$ cat config.mk
export PLATFORM = sky130hd
export DESIGN_NAME = issue_ctrl
export DESIGN_NICKNAME = d
export VERILOG_FILES = /design/src/hw/isa_pkg.sv /design/src/hw/issue_pkg.sv /design/src/hw/instr_decoder.sv /design/src/hw/reg_scoreboard.sv /design/src/hw/hazard_detector.sv /design/src/hw/issue_ctrl.sv
export SDC_FILE = /design/constraint.sdc
export NUM_CORES = 1
export LEC_CHECK = 0
export BUFFER_PORTS_ARGS = -buffer_cell sky130_fd_sc_hd__buf_4
export CELL_PAD_IN_SITES_DETAIL_PLACEMENT = 0
export CELL_PAD_IN_SITES_GLOBAL_PLACEMENT = 1
export CORE_ASPECT_RATIO = 1.4
export CORE_UTILIZATION = 50
export CTS_BUF_LIST = sky130_fd_sc_hd__clkbuf_8
export CTS_CLUSTER_DIAMETER = 30
export CTS_CLUSTER_SIZE = 8
export DETAILED_ROUTE_END_ITERATION = 8
export HOLD_SLACK_MARGIN = 0.03
export PLACE_DENSITY_LB_ADDON = 0.2
export SETUP_SLACK_MARGIN = 0.5
export SLEW_MARGIN = 0
export SYNTH_ARGS = -nofsm -noshare
export SYNTH_HDL_FRONTEND = slang
export SYNTH_SLANG_ARGS = --single-unit
$ cat constraint.sdc
create_clock -name clk_i -period 12.23 [get_ports clk_i]
set_clock_uncertainty 0.2 [all_clocks]
set_input_delay 3.669 -clock clk_i [delete_from_list [all_inputs] [get_ports clk_i]]
set_output_delay 3.669 -clock clk_i [all_outputs]
set_load 0.02 [all_outputs]
$ cat src/hw/isa_pkg.sv
/*
  RV32IM instruction field types and encodings used at the issue stage.
  Only the fields the hazard logic looks at are covered. No compressed
  or floating point encodings.
*/
package isa_pkg;

  // Raw instruction word and register address
  typedef logic [31:0] instr_t;
  typedef logic [4:0]  reg_addr_t;

  // Instruction fields
  typedef logic [6:0] opcode_t;
  typedef logic [2:0] funct3_t;
  typedef logic [6:0] funct7_t;

  // Architectural integer registers, x0 included
  localparam int unsigned num_regs_lp = 32;

  // Major opcodes
  localparam opcode_t OPC_OP       = 7'b0110011;
  localparam opcode_t OPC_OP_IMM   = 7'b0010011;
  localparam opcode_t OPC_LUI      = 7'b0110111;
  localparam opcode_t OPC_AUIPC    = 7'b0010111;
  localparam opcode_t OPC_JAL      = 7'b1101111;
  localparam opcode_t OPC_JALR     = 7'b1100111;
  localparam opcode_t OPC_BRANCH   = 7'b1100011;
  localparam opcode_t OPC_LOAD     = 7'b0000011;
  localparam opcode_t OPC_STORE    = 7'b0100011;
  localparam opcode_t OPC_MISC_MEM = 7'b0001111;
  localparam opcode_t OPC_SYSTEM   = 7'b1110011;

  // M extension lives under OP with this funct7
  localparam funct7_t MULDIV_F7 = 7'b0000001;

  // Under MULDIV_F7, funct3 0..3 are MUL variants and 4..7 are DIV/REM
  localparam funct3_t F3_DIV_FIRST = 3'd4;

  // SYSTEM with funct3 zero is ECALL/EBREAK/xRET/WFI, anything else a CSR op
  localparam funct3_t F3_PRIV = 3'd0;

endpackage

$ cat src/hw/issue_pkg.sv
/*
  Issue-stage definitions: execute pipe depth, producer classes and the
  flag layout of one dependency entry. Latencies are fixed by the core.
*/
package issue_pkg;

  // Execute stages tracked by the dependency pipe (EX1..EX3)
  localparam int unsigned exe_depth_lp = 3;

  // Producer class of a decoded instruction
  typedef logic [1:0] pclass_t;

  // Result forwarded, never stalls a consumer
  localparam pclass_t PCLASS_ALU  = 2'd0;
  // Result ready after EX2
  localparam pclass_t PCLASS_LOAD = 2'd1;
  // Result ready after EX3
  localparam pclass_t PCLASS_MUL  = 2'd2;
  // Divide/remainder, late writeback tracked by the scoreboard
  localparam pclass_t PCLASS_LONG = 2'd3;

  // Per-stage flags of a dependency entry
  typedef logic [3:0] dep_flags_t;

  // Entry holds a dispatched instruction
  localparam int unsigned DEP_VALID = 0;
  // Load or store
  localparam int unsigned DEP_MEM   = 1;
  // CSR or other SYSTEM instruction
  localparam int unsigned DEP_CSR   = 2;
  // Writes a nonzero rd
  localparam int unsigned DEP_WB    = 3;

endpackage

$ cat src/hw/instr_decoder.sv
/*
  Issue-stage decode of one RV32IM instruction. Only register usage and
  hazard-relevant class bits are produced. Unknown opcodes decode as a
  no-op. Fields naming x0 never report as read or written.
*/
`timescale 1ns/1ps

module instr_decoder
(
  input  isa_pkg::instr_t    instr_i,
  output isa_pkg::reg_addr_t rs1_o,
  output isa_pkg::reg_addr_t rs2_o,
  output isa_pkg::reg_addr_t rd_o,
  output logic               rs1_used_o,
  output logic               rs2_used_o,
  output logic               rd_wr_o,
  output logic               is_mem_o,
  output logic               is_csr_o,
  output logic               is_fence_o,
  output issue_pkg::pclass_t pclass_o
);

  import isa_pkg::*;
  import issue_pkg::*;

  opcode_t opcode;
  funct3_t funct3;
  funct7_t funct7;

  // Raw usage before the x0 filter
  logic rs1_use;
  logic rs2_use;
  logic rd_use;

  assign opcode = instr_i[6:0];
  assign funct3 = instr_i[14:12];
  assign funct7 = instr_i[31:25];

  assign rd_o  = instr_i[11:7];
  assign rs1_o = instr_i[19:15];
  assign rs2_o = instr_i[24:20];

  always_comb
  begin
    rs1_use    = 1'b0;
    rs2_use    = 1'b0;
    rd_use     = 1'b0;
    is_mem_o   = 1'b0;
    is_csr_o   = 1'b0;
    is_fence_o = 1'b0;
    pclass_o   = PCLASS_ALU;

    unique case (opcode)
      OPC_OP:
      begin
        rs1_use = 1'b1;
        rs2_use = 1'b1;
        rd_use  = 1'b1;
        if (funct7 == MULDIV_F7)
        begin
          pclass_o = (funct3 >= F3_DIV_FIRST) ? PCLASS_LONG : PCLASS_MUL;
        end
      end
      OPC_OP_IMM, OPC_JALR:
      begin
        rs1_use = 1'b1;
        rd_use  = 1'b1;
      end
      OPC_LUI, OPC_AUIPC, OPC_JAL:
      begin
        rd_use = 1'b1;
      end
      OPC_BRANCH:
      begin
        rs1_use = 1'b1;
        rs2_use = 1'b1;
      end
      OPC_LOAD:
      begin
        rs1_use  = 1'b1;
        rd_use   = 1'b1;
        is_mem_o = 1'b1;
        pclass_o = PCLASS_LOAD;
      end
      OPC_STORE:
      begin
        rs1_use  = 1'b1;
        rs2_use  = 1'b1;
        is_mem_o = 1'b1;
      end
      // FENCE and FENCE.I, no register traffic
      OPC_MISC_MEM:
      begin
        is_fence_o = 1'b1;
      end
      OPC_SYSTEM:
      begin
        // Every SYSTEM op serializes, CSR ops also move data
        is_csr_o = 1'b1;
        if (funct3 != F3_PRIV)
        begin
          // Immediate forms (funct3[2] set) take no rs1
          rs1_use = ~funct3[2];
          rd_use  = 1'b1;
        end
      end
      default:
      begin
        // Unknown opcode, treated as a no-op
      end
    endcase
  end

  // x0 is hardwired, so it never creates a dependency
  assign rs1_used_o = rs1_use & (rs1_o != '0);
  assign rs2_used_o = rs2_use & (rs2_o != '0);
  assign rd_wr_o    = rd_use  & (rd_o  != '0);

  // Memory and CSR paths are exclusive in the execute stages
  always_comb
  begin
    assert (!(is_mem_o && is_csr_o))
      else $error("decoder flagged an instruction as both memory and CSR");
  end

endmodule

$ cat src/hw/reg_scoreboard.sv
/*
  Pending-result scoreboard for late divide writebacks. One bit per
  register, x0 is never scored. Set and clear take effect at the clock
  edge, so busy outputs reflect them the following cycle.
*/
`timescale 1ns/1ps

module reg_scoreboard
(
  input  logic               clk_i,
  input  logic               rst_n_i,
  input  logic               score_v_i,
  input  isa_pkg::reg_addr_t score_rd_i,
  input  logic               clear_v_i,
  input  isa_pkg::reg_addr_t clear_rd_i,
  input  isa_pkg::reg_addr_t rs1_i,
  input  isa_pkg::reg_addr_t rs2_i,
  input  isa_pkg::reg_addr_t rd_i,
  output logic               rs1_busy_o,
  output logic               rs2_busy_o,
  output logic               rd_busy_o
);

  import isa_pkg::*;

  logic [num_regs_lp-1:0] pending_r;

  always_ff @(posedge clk_i or negedge rst_n_i)
  begin
    if (!rst_n_i)
    begin
      pending_r <= '0;
    end
    else
    begin
      if (clear_v_i)
      begin
        pending_r[clear_rd_i] <= 1'b0;
      end
      if (score_v_i && (score_rd_i != '0))
      begin
        pending_r[score_rd_i] <= 1'b1;
      end
    end
  end

  assign rs1_busy_o = pending_r[rs1_i];
  assign rs2_busy_o = pending_r[rs2_i];
  assign rd_busy_o  = pending_r[rd_i];

  // Every late writeback must belong to an outstanding divide
  assert property (@(posedge clk_i) disable iff (!rst_n_i)
    clear_v_i |-> pending_r[clear_rd_i])
    else $error("late writeback to x%0d with no pending result", clear_rd_i);

  // The issue logic must stall a divide whose rd is still outstanding
  assert property (@(posedge clk_i) disable iff (!rst_n_i)
    (score_v_i && (score_rd_i != '0)) |-> !pending_r[score_rd_i])
    else $error("divide scored onto already pending x%0d", score_rd_i);

endmodule

$ cat src/hw/hazard_detector.sv
/*
  Issue hazard checks against a three-entry execute dependency pipe.
  The pipe shifts every cycle and takes a bubble when nothing dispatches.
  dispatch_v_o is combinational. The driver must hold the instruction
  until it sees dispatch_v_o high.
*/
`timescale 1ns/1ps

module hazard_detector
(
  input  logic               clk_i,
  input  logic               rst_n_i,
  input  logic               instr_v_i,
  input  isa_pkg::reg_addr_t rs1_i,
  input  isa_pkg::reg_addr_t rs2_i,
  input  isa_pkg::reg_addr_t rd_i,
  input  logic               rs1_used_i,
  input  logic               rs2_used_i,
  input  logic               rd_wr_i,
  input  logic               is_mem_i,
  input  logic               is_csr_i,
  input  logic               is_fence_i,
  input  issue_pkg::pclass_t pclass_i,
  input  logic               rs1_busy_i,
  input  logic               rs2_busy_i,
  input  logic               rd_busy_i,
  input  logic               freeze_i,
  input  logic               mem_ready_i,
  input  logic               long_ready_i,
  input  logic               mem_idle_i,
  output logic               dispatch_v_o
);

  import isa_pkg::*;
  import issue_pkg::*;

  // Stage index 0 is EX1
  dep_flags_t flags_r  [exe_depth_lp];
  reg_addr_t  rd_r     [exe_depth_lp];
  pclass_t    pclass_r [exe_depth_lp];

  dep_flags_t             entry_flags;
  logic [exe_depth_lp-1:0] src_hit;
  logic                   is_long;
  logic                   fwd_haz;
  logic                   sb_haz;
  logic                   serial_haz;
  logic                   fence_haz;
  logic                   long_haz;
  logic                   struct_haz;
  logic                   any_valid;
  logic                   mem_in_pipe;

  // Last stage whose end a producer class needs before its result forwards
  function automatic int unsigned ready_stage(input pclass_t pc);
    int unsigned stage;
    case (pc)
      PCLASS_LOAD: stage = 2;
      PCLASS_MUL:  stage = 3;
      // ALU forwards from EX1, divides are covered by the scoreboard
      default:     stage = 0;
    endcase
    return stage;
  endfunction

  assign is_long = (pclass_i == PCLASS_LONG);

  always_comb
  begin
    fwd_haz    = 1'b0;
    serial_haz = 1'b0;
    any_valid  = 1'b0;
    for (int i = 0; i < exe_depth_lp; i++)
    begin
      src_hit[i] = flags_r[i][DEP_WB]
                   & ((rs1_used_i & (rs1_i == rd_r[i]))
                      | (rs2_used_i & (rs2_i == rd_r[i])));
      // Stage i+1 result not yet available to a consumer entering EX1
      if (src_hit[i] && (ready_stage(pclass_r[i]) > i + 1))
      begin
        fwd_haz = 1'b1;
      end
      serial_haz = serial_haz | flags_r[i][DEP_CSR];
      any_valid  = any_valid  | flags_r[i][DEP_VALID];
    end
  end

  assign mem_in_pipe = flags_r[0][DEP_MEM] | flags_r[1][DEP_MEM];

  assign sb_haz = (rs1_used_i & rs1_busy_i)
                  | (rs2_used_i & rs2_busy_i)
                  | (rd_wr_i & rd_busy_i);

  assign fence_haz  = is_fence_i & (~mem_idle_i | mem_in_pipe);
  assign long_haz   = is_long & (~long_ready_i | any_valid);
  assign struct_haz = freeze_i | (is_mem_i & ~mem_ready_i);

  assign dispatch_v_o = instr_v_i
                        & ~(fwd_haz | sb_haz | serial_haz | fence_haz | long_haz | struct_haz);

  always_comb
  begin
    entry_flags            = '0;
    entry_flags[DEP_VALID] = 1'b1;
    entry_flags[DEP_MEM]   = is_mem_i;
    entry_flags[DEP_CSR]   = is_csr_i;
    entry_flags[DEP_WB]    = rd_wr_i;
  end

  always_ff @(posedge clk_i or negedge rst_n_i)
  begin
    if (!rst_n_i)
    begin
      for (int i = 0; i < exe_depth_lp; i++)
      begin
        flags_r[i] <= '0;
      end
    end
    else
    begin
      flags_r[0] <= dispatch_v_o ? entry_flags : '0;
      for (int i = 1; i < exe_depth_lp; i++)
      begin
        flags_r[i] <= flags_r[i-1];
      end
    end
  end

  // Payload follows the flags, qualified by them when read
  always_ff @(posedge clk_i)
  begin
    rd_r[0]     <= dispatch_v_o ? rd_i : '0;
    pclass_r[0] <= dispatch_v_o ? pclass_i : PCLASS_ALU;
    for (int i = 1; i < exe_depth_lp; i++)
    begin
      rd_r[i]     <= rd_r[i-1];
      pclass_r[i] <= pclass_r[i-1];
    end
  end

  assert property (@(posedge clk_i) disable iff (!rst_n_i)
    dispatch_v_o |-> instr_v_i)
    else $error("dispatch without a valid instruction");

endmodule

$ cat src/hw/issue_ctrl.sv
/*
  Issue-stage hazard checker top level. Divides are scored on dispatch
  and cleared by the external late writeback strobe, one per divide.
  No flush support. Instructions must be held until dispatched.
*/
`timescale 1ns/1ps

module issue_ctrl
(
  input  logic               clk_i,
  input  logic               rst_n_i,
  input  logic               instr_v_i,
  input  isa_pkg::instr_t    instr_i,
  input  logic               freeze_i,
  input  logic               mem_ready_i,
  input  logic               long_ready_i,
  input  logic               mem_idle_i,
  input  logic               late_wb_v_i,
  input  isa_pkg::reg_addr_t late_wb_rd_i,
  output logic               dispatch_v_o
);

  import isa_pkg::*;
  import issue_pkg::*;

  reg_addr_t rs1;
  reg_addr_t rs2;
  reg_addr_t rd;
  logic      rs1_used;
  logic      rs2_used;
  logic      rd_wr;
  logic      is_mem;
  logic      is_csr;
  logic      is_fence;
  pclass_t   pclass;
  logic      rs1_busy;
  logic      rs2_busy;
  logic      rd_busy;
  logic      score_v;

  instr_decoder u_decoder
  (
    .instr_i    (instr_i),
    .rs1_o      (rs1),
    .rs2_o      (rs2),
    .rd_o       (rd),
    .rs1_used_o (rs1_used),
    .rs2_used_o (rs2_used),
    .rd_wr_o    (rd_wr),
    .is_mem_o   (is_mem),
    .is_csr_o   (is_csr),
    .is_fence_o (is_fence),
    .pclass_o   (pclass)
  );

  // Only divides writing a real register leave a pending result
  assign score_v = dispatch_v_o & (pclass == PCLASS_LONG) & rd_wr;

  reg_scoreboard u_scoreboard
  (
    .clk_i      (clk_i),
    .rst_n_i    (rst_n_i),
    .score_v_i  (score_v),
    .score_rd_i (rd),
    .clear_v_i  (late_wb_v_i),
    .clear_rd_i (late_wb_rd_i),
    .rs1_i      (rs1),
    .rs2_i      (rs2),
    .rd_i       (rd),
    .rs1_busy_o (rs1_busy),
    .rs2_busy_o (rs2_busy),
    .rd_busy_o  (rd_busy)
  );

  hazard_detector u_detector
  (
    .clk_i        (clk_i),
    .rst_n_i      (rst_n_i),
    .instr_v_i    (instr_v_i),
    .rs1_i        (rs1),
    .rs2_i        (rs2),
    .rd_i         (rd),
    .rs1_used_i   (rs1_used),
    .rs2_used_i   (rs2_used),
    .rd_wr_i      (rd_wr),
    .is_mem_i     (is_mem),
    .is_csr_i     (is_csr),
    .is_fence_i   (is_fence),
    .pclass_i     (pclass),
    .rs1_busy_i   (rs1_busy),
    .rs2_busy_i   (rs2_busy),
    .rd_busy_i    (rd_busy),
    .freeze_i     (freeze_i),
    .mem_ready_i  (mem_ready_i),
    .long_ready_i (long_ready_i),
    .mem_idle_i   (mem_idle_i),
    .dispatch_v_o (dispatch_v_o)
  );

endmodule

==> metrics.md <==
| Metric | Value |
|---|---|
| Status | finished, final reports clean |
| Full die area | 7458 um^2 |
| FP Rows | 36 |
| Number of synthesized flops with an enable pin | 0 |
| Hold Violations, Final | 0 |
| Dpl cells | 487 |
| Top post-synthesis cells by area | dfrtp_1 30%, dfxtp_1 7.9%, mux2i_1 7.3% |
| Number of routed nets with antenna violations | 0 |
| Max-Slew Margin vs Limit | 61.91% |
| Synthesized net count | 414 |
| GRT overflow | 0 |
| R2R depth | 8 |
| Actual slew at the worst max-slew pin | 571.3 ps |
| Post-layout util | 57.61% |
| Max VDD drop | 0.00006335 V |
| Drt total wl | 10400 um |
| Asr flop ratio synth | 75.00% |
| RSZ-0062 raised after global routing | no |
| Layout fillers | 674 |
| Critical path class | input pin to output port |
| Final setup fails | 0 |
| Final Max Tran Viols | 0 |
| Worst Hold Depth | 0 |
| Area Growth Syn to Fin | 12.39% |
| Drt wl/cell | 21.02 um |
| Hold path startpoint | u_detector.pclass_r[0][0] |
| #FFs+latches synth | 56 |
| R2r startpoint | u_scoreboard.pending_r[27] |
| Most instantiated library cell after synthesis | dfrtp_1 |
| Post-detail-place hpwl | 7728 um |
| YS warnings | 0 |
| Crit path arrival time | 5380 ps |
| Vias per inst | 6.505 |
| Largest net degree at the start of global routing | 43 |
| Clk slew on worst S/H paths | 100 ps |
| Worst Setup Start Kind | input pin |
| Critical R2R Capture | u_scoreboard.pending_r[29] |
| Seq/Total Area, Yosys | 37.44% |
| Initial DRC Count | 174 |
| Share of layout cells above drive strength 1 | 18.50% |
| Worst Hold Path EP | u_detector.pclass_r[0][2] |
| Placed inst area | 3909 um^2 |
| LEAKAGE | 0.001615 uW |
| Dominant synthesized flop cell | dfrtp_1 |
| DRC | 0 |
| Nets | 444 |
| Die width | 73.28 um |
| Cell Area, Synth | 3556 um^2 |
| Gpl congestion | 0.9362 |
| Netlist cell types | 44 |
| Minimum clock period | 9249 ps |
| Ports | 46 |
| Synth top cells by count | 42 x dfrtp_1, 35 x o21ai_0, 27 x nand2_1 |
| Clock Tree Root | clkbuf_8 |
| DRT Pass-1 Iters | 5 |
| # Max-Cap Violations | 0 |
| IO buf count | 45 |
| Setup TNS | 0 ps |
| Clock buffer depth | 2 |
| Clock Latency Late Sink | 310 ps |
| ANT cells | 0 |
| Synth area leader | dfrtp_1 |
| Die Y-Extent | 101.8 um |
| P per Cell Area | 87.88 nW/um^2 |
| Crit share post-route | 75.62% |
| Num Clock Sinks | 56 |
| Initial antenna violation count | 0 |
| Finished Cell Area | 3996 um^2 |
| Total track usage | 29.37% |
| Post-CTS Setup Bufs | 0 |
| Synthesized area per cell | 9.637 um^2 |
| Placeable Area | 6937 um^2 |
| Non-Filler Instances | 495 |
| Vias in the first global route | 3158 |
| F_max | 108.1 MHz |
| Gate Count Post-Synth | 369 |
| Total CTS buffers | 5 |
| CP Capture Type | output port |
| CTS Hold Bufs | 0 |
| CTS tree | built |
| Top-area cell type share of the netlist area | 29.56% |
| HP Class | flip-flop to flip-flop |
| Initial Util | 51.26% |
| First-pass GRT wire length | 16300 um |
| Vias | 3220 |
| Worst Path Max Fanout | 5 |
| Post-CTS Resized | 0 |
| Critical path required time | 8360 ps |
| H-tree depth | 2 |
| R2R setup slack | 9510 ps |
==> registers in the layout, indices dropped and copies added (netlist names) <==
register	flops
u_detector.rd_r	10
u_scoreboard.pending_r	32
u_detector.pclass_r	4
u_detector.flags_r	10
==> critical path: stages <==
cell and delay, ps:
buf_4 110, nand3b_1 220, or3b_2 520, nor2_1 250, o21ai_0 140, o2111a_1 140
nand4_2 120, inv_1 60, buf_4 150
==> cells by family (layout without fill, tap and decap cells) <==
| group | after synthesis | after routing | synth area share, % |
|---|---|---|---|
| AO/OA/AOI/OAI | 99 | 99 | 19.49 |
| XOR/XNOR | 21 | 21 | 5.172 |
| buffers and inverters | 32 | 63 | 4.187 |
| flip-flops | 56 | 56 | 37.44 |
| multiplexers | 40 | 40 | 15.24 |
| AND/OR/NAND/NOR | 121 | 121 | 18.47 |
==> routing by layer <==
metal  routed length (um)  global-route usage (%)  vias up
met5                    0                       0        -
met4                  355                   11.92        0
met3                  525                   2.687       29
met2                 5467                   53.56      121
met1                 4054                   34.85     1590
li1                     -                       -     1480
==> cells in the final DEF, fill, tap and decap left out, types with 11 or more instances in the layout <==
master,instances
buf_4,47
nand3_1,20
nor2_1,20
nand2_1,27
xnor2_1,11
o21ai_0,35
o31ai_1,16
o41ai_1,17
mux2i_1,26
dfrtp_1,42
mux4_2,11
dfxtp_1,14
==> area by class of cell <==
class	instances	area, um^2	area share, %
clock buffer	5	68.82	1.722
sequential	56	1331	33.31
multi-input combinational	281	2076	51.94
timing repair buffer	47	352.8	8.829
inverter	8	30.03	0.7514
clock inverter	3	18.77	0.4696
tap	95	118.9	2.974
==> worst max-delay path by stage <==
stage / startpoint / end / slack (ps) / depth (start not counted)
2_1_floorplan: instr_i[22] / dispatch_v_o / 2830 / 9
3_3_place_gp: instr_i[22] / dispatch_v_o / 3030 / 9
3_5_place_dp: instr_i[3] / dispatch_v_o / 2990 / 9
4_1_cts: instr_i[3] / dispatch_v_o / 2980 / 9
5_1_grt: instr_i[3] / dispatch_v_o / 2870 / 9
6_report: instr_i[3] / dispatch_v_o / 2980 / 9
==> through the flow <==
step	power [uW]	hold WS, ps	worst slack [ps]
2_1_floorplan	224.8	148.7	2828
3_3_place_gp	250.1	160.6	3031
3_5_place_dp	250.5	163.7	2992
4_1_cts	352.4	177.9	2984
5_1_grt	364.8	184.8	2871
6_report	351.2	174.5	2981
==> where the power goes <==
group | switching (uW) | internal (uW) | total [uW] | leakage (uW)
combinational | 35.4 | 23.3 | 58.8 | 0.000867
sequential | 1.66 | 187 | 188 | 0.000698
clock | 63.9 | 40.4 | 104 | 0.0000499
Power figures use the tool's default switching activity.
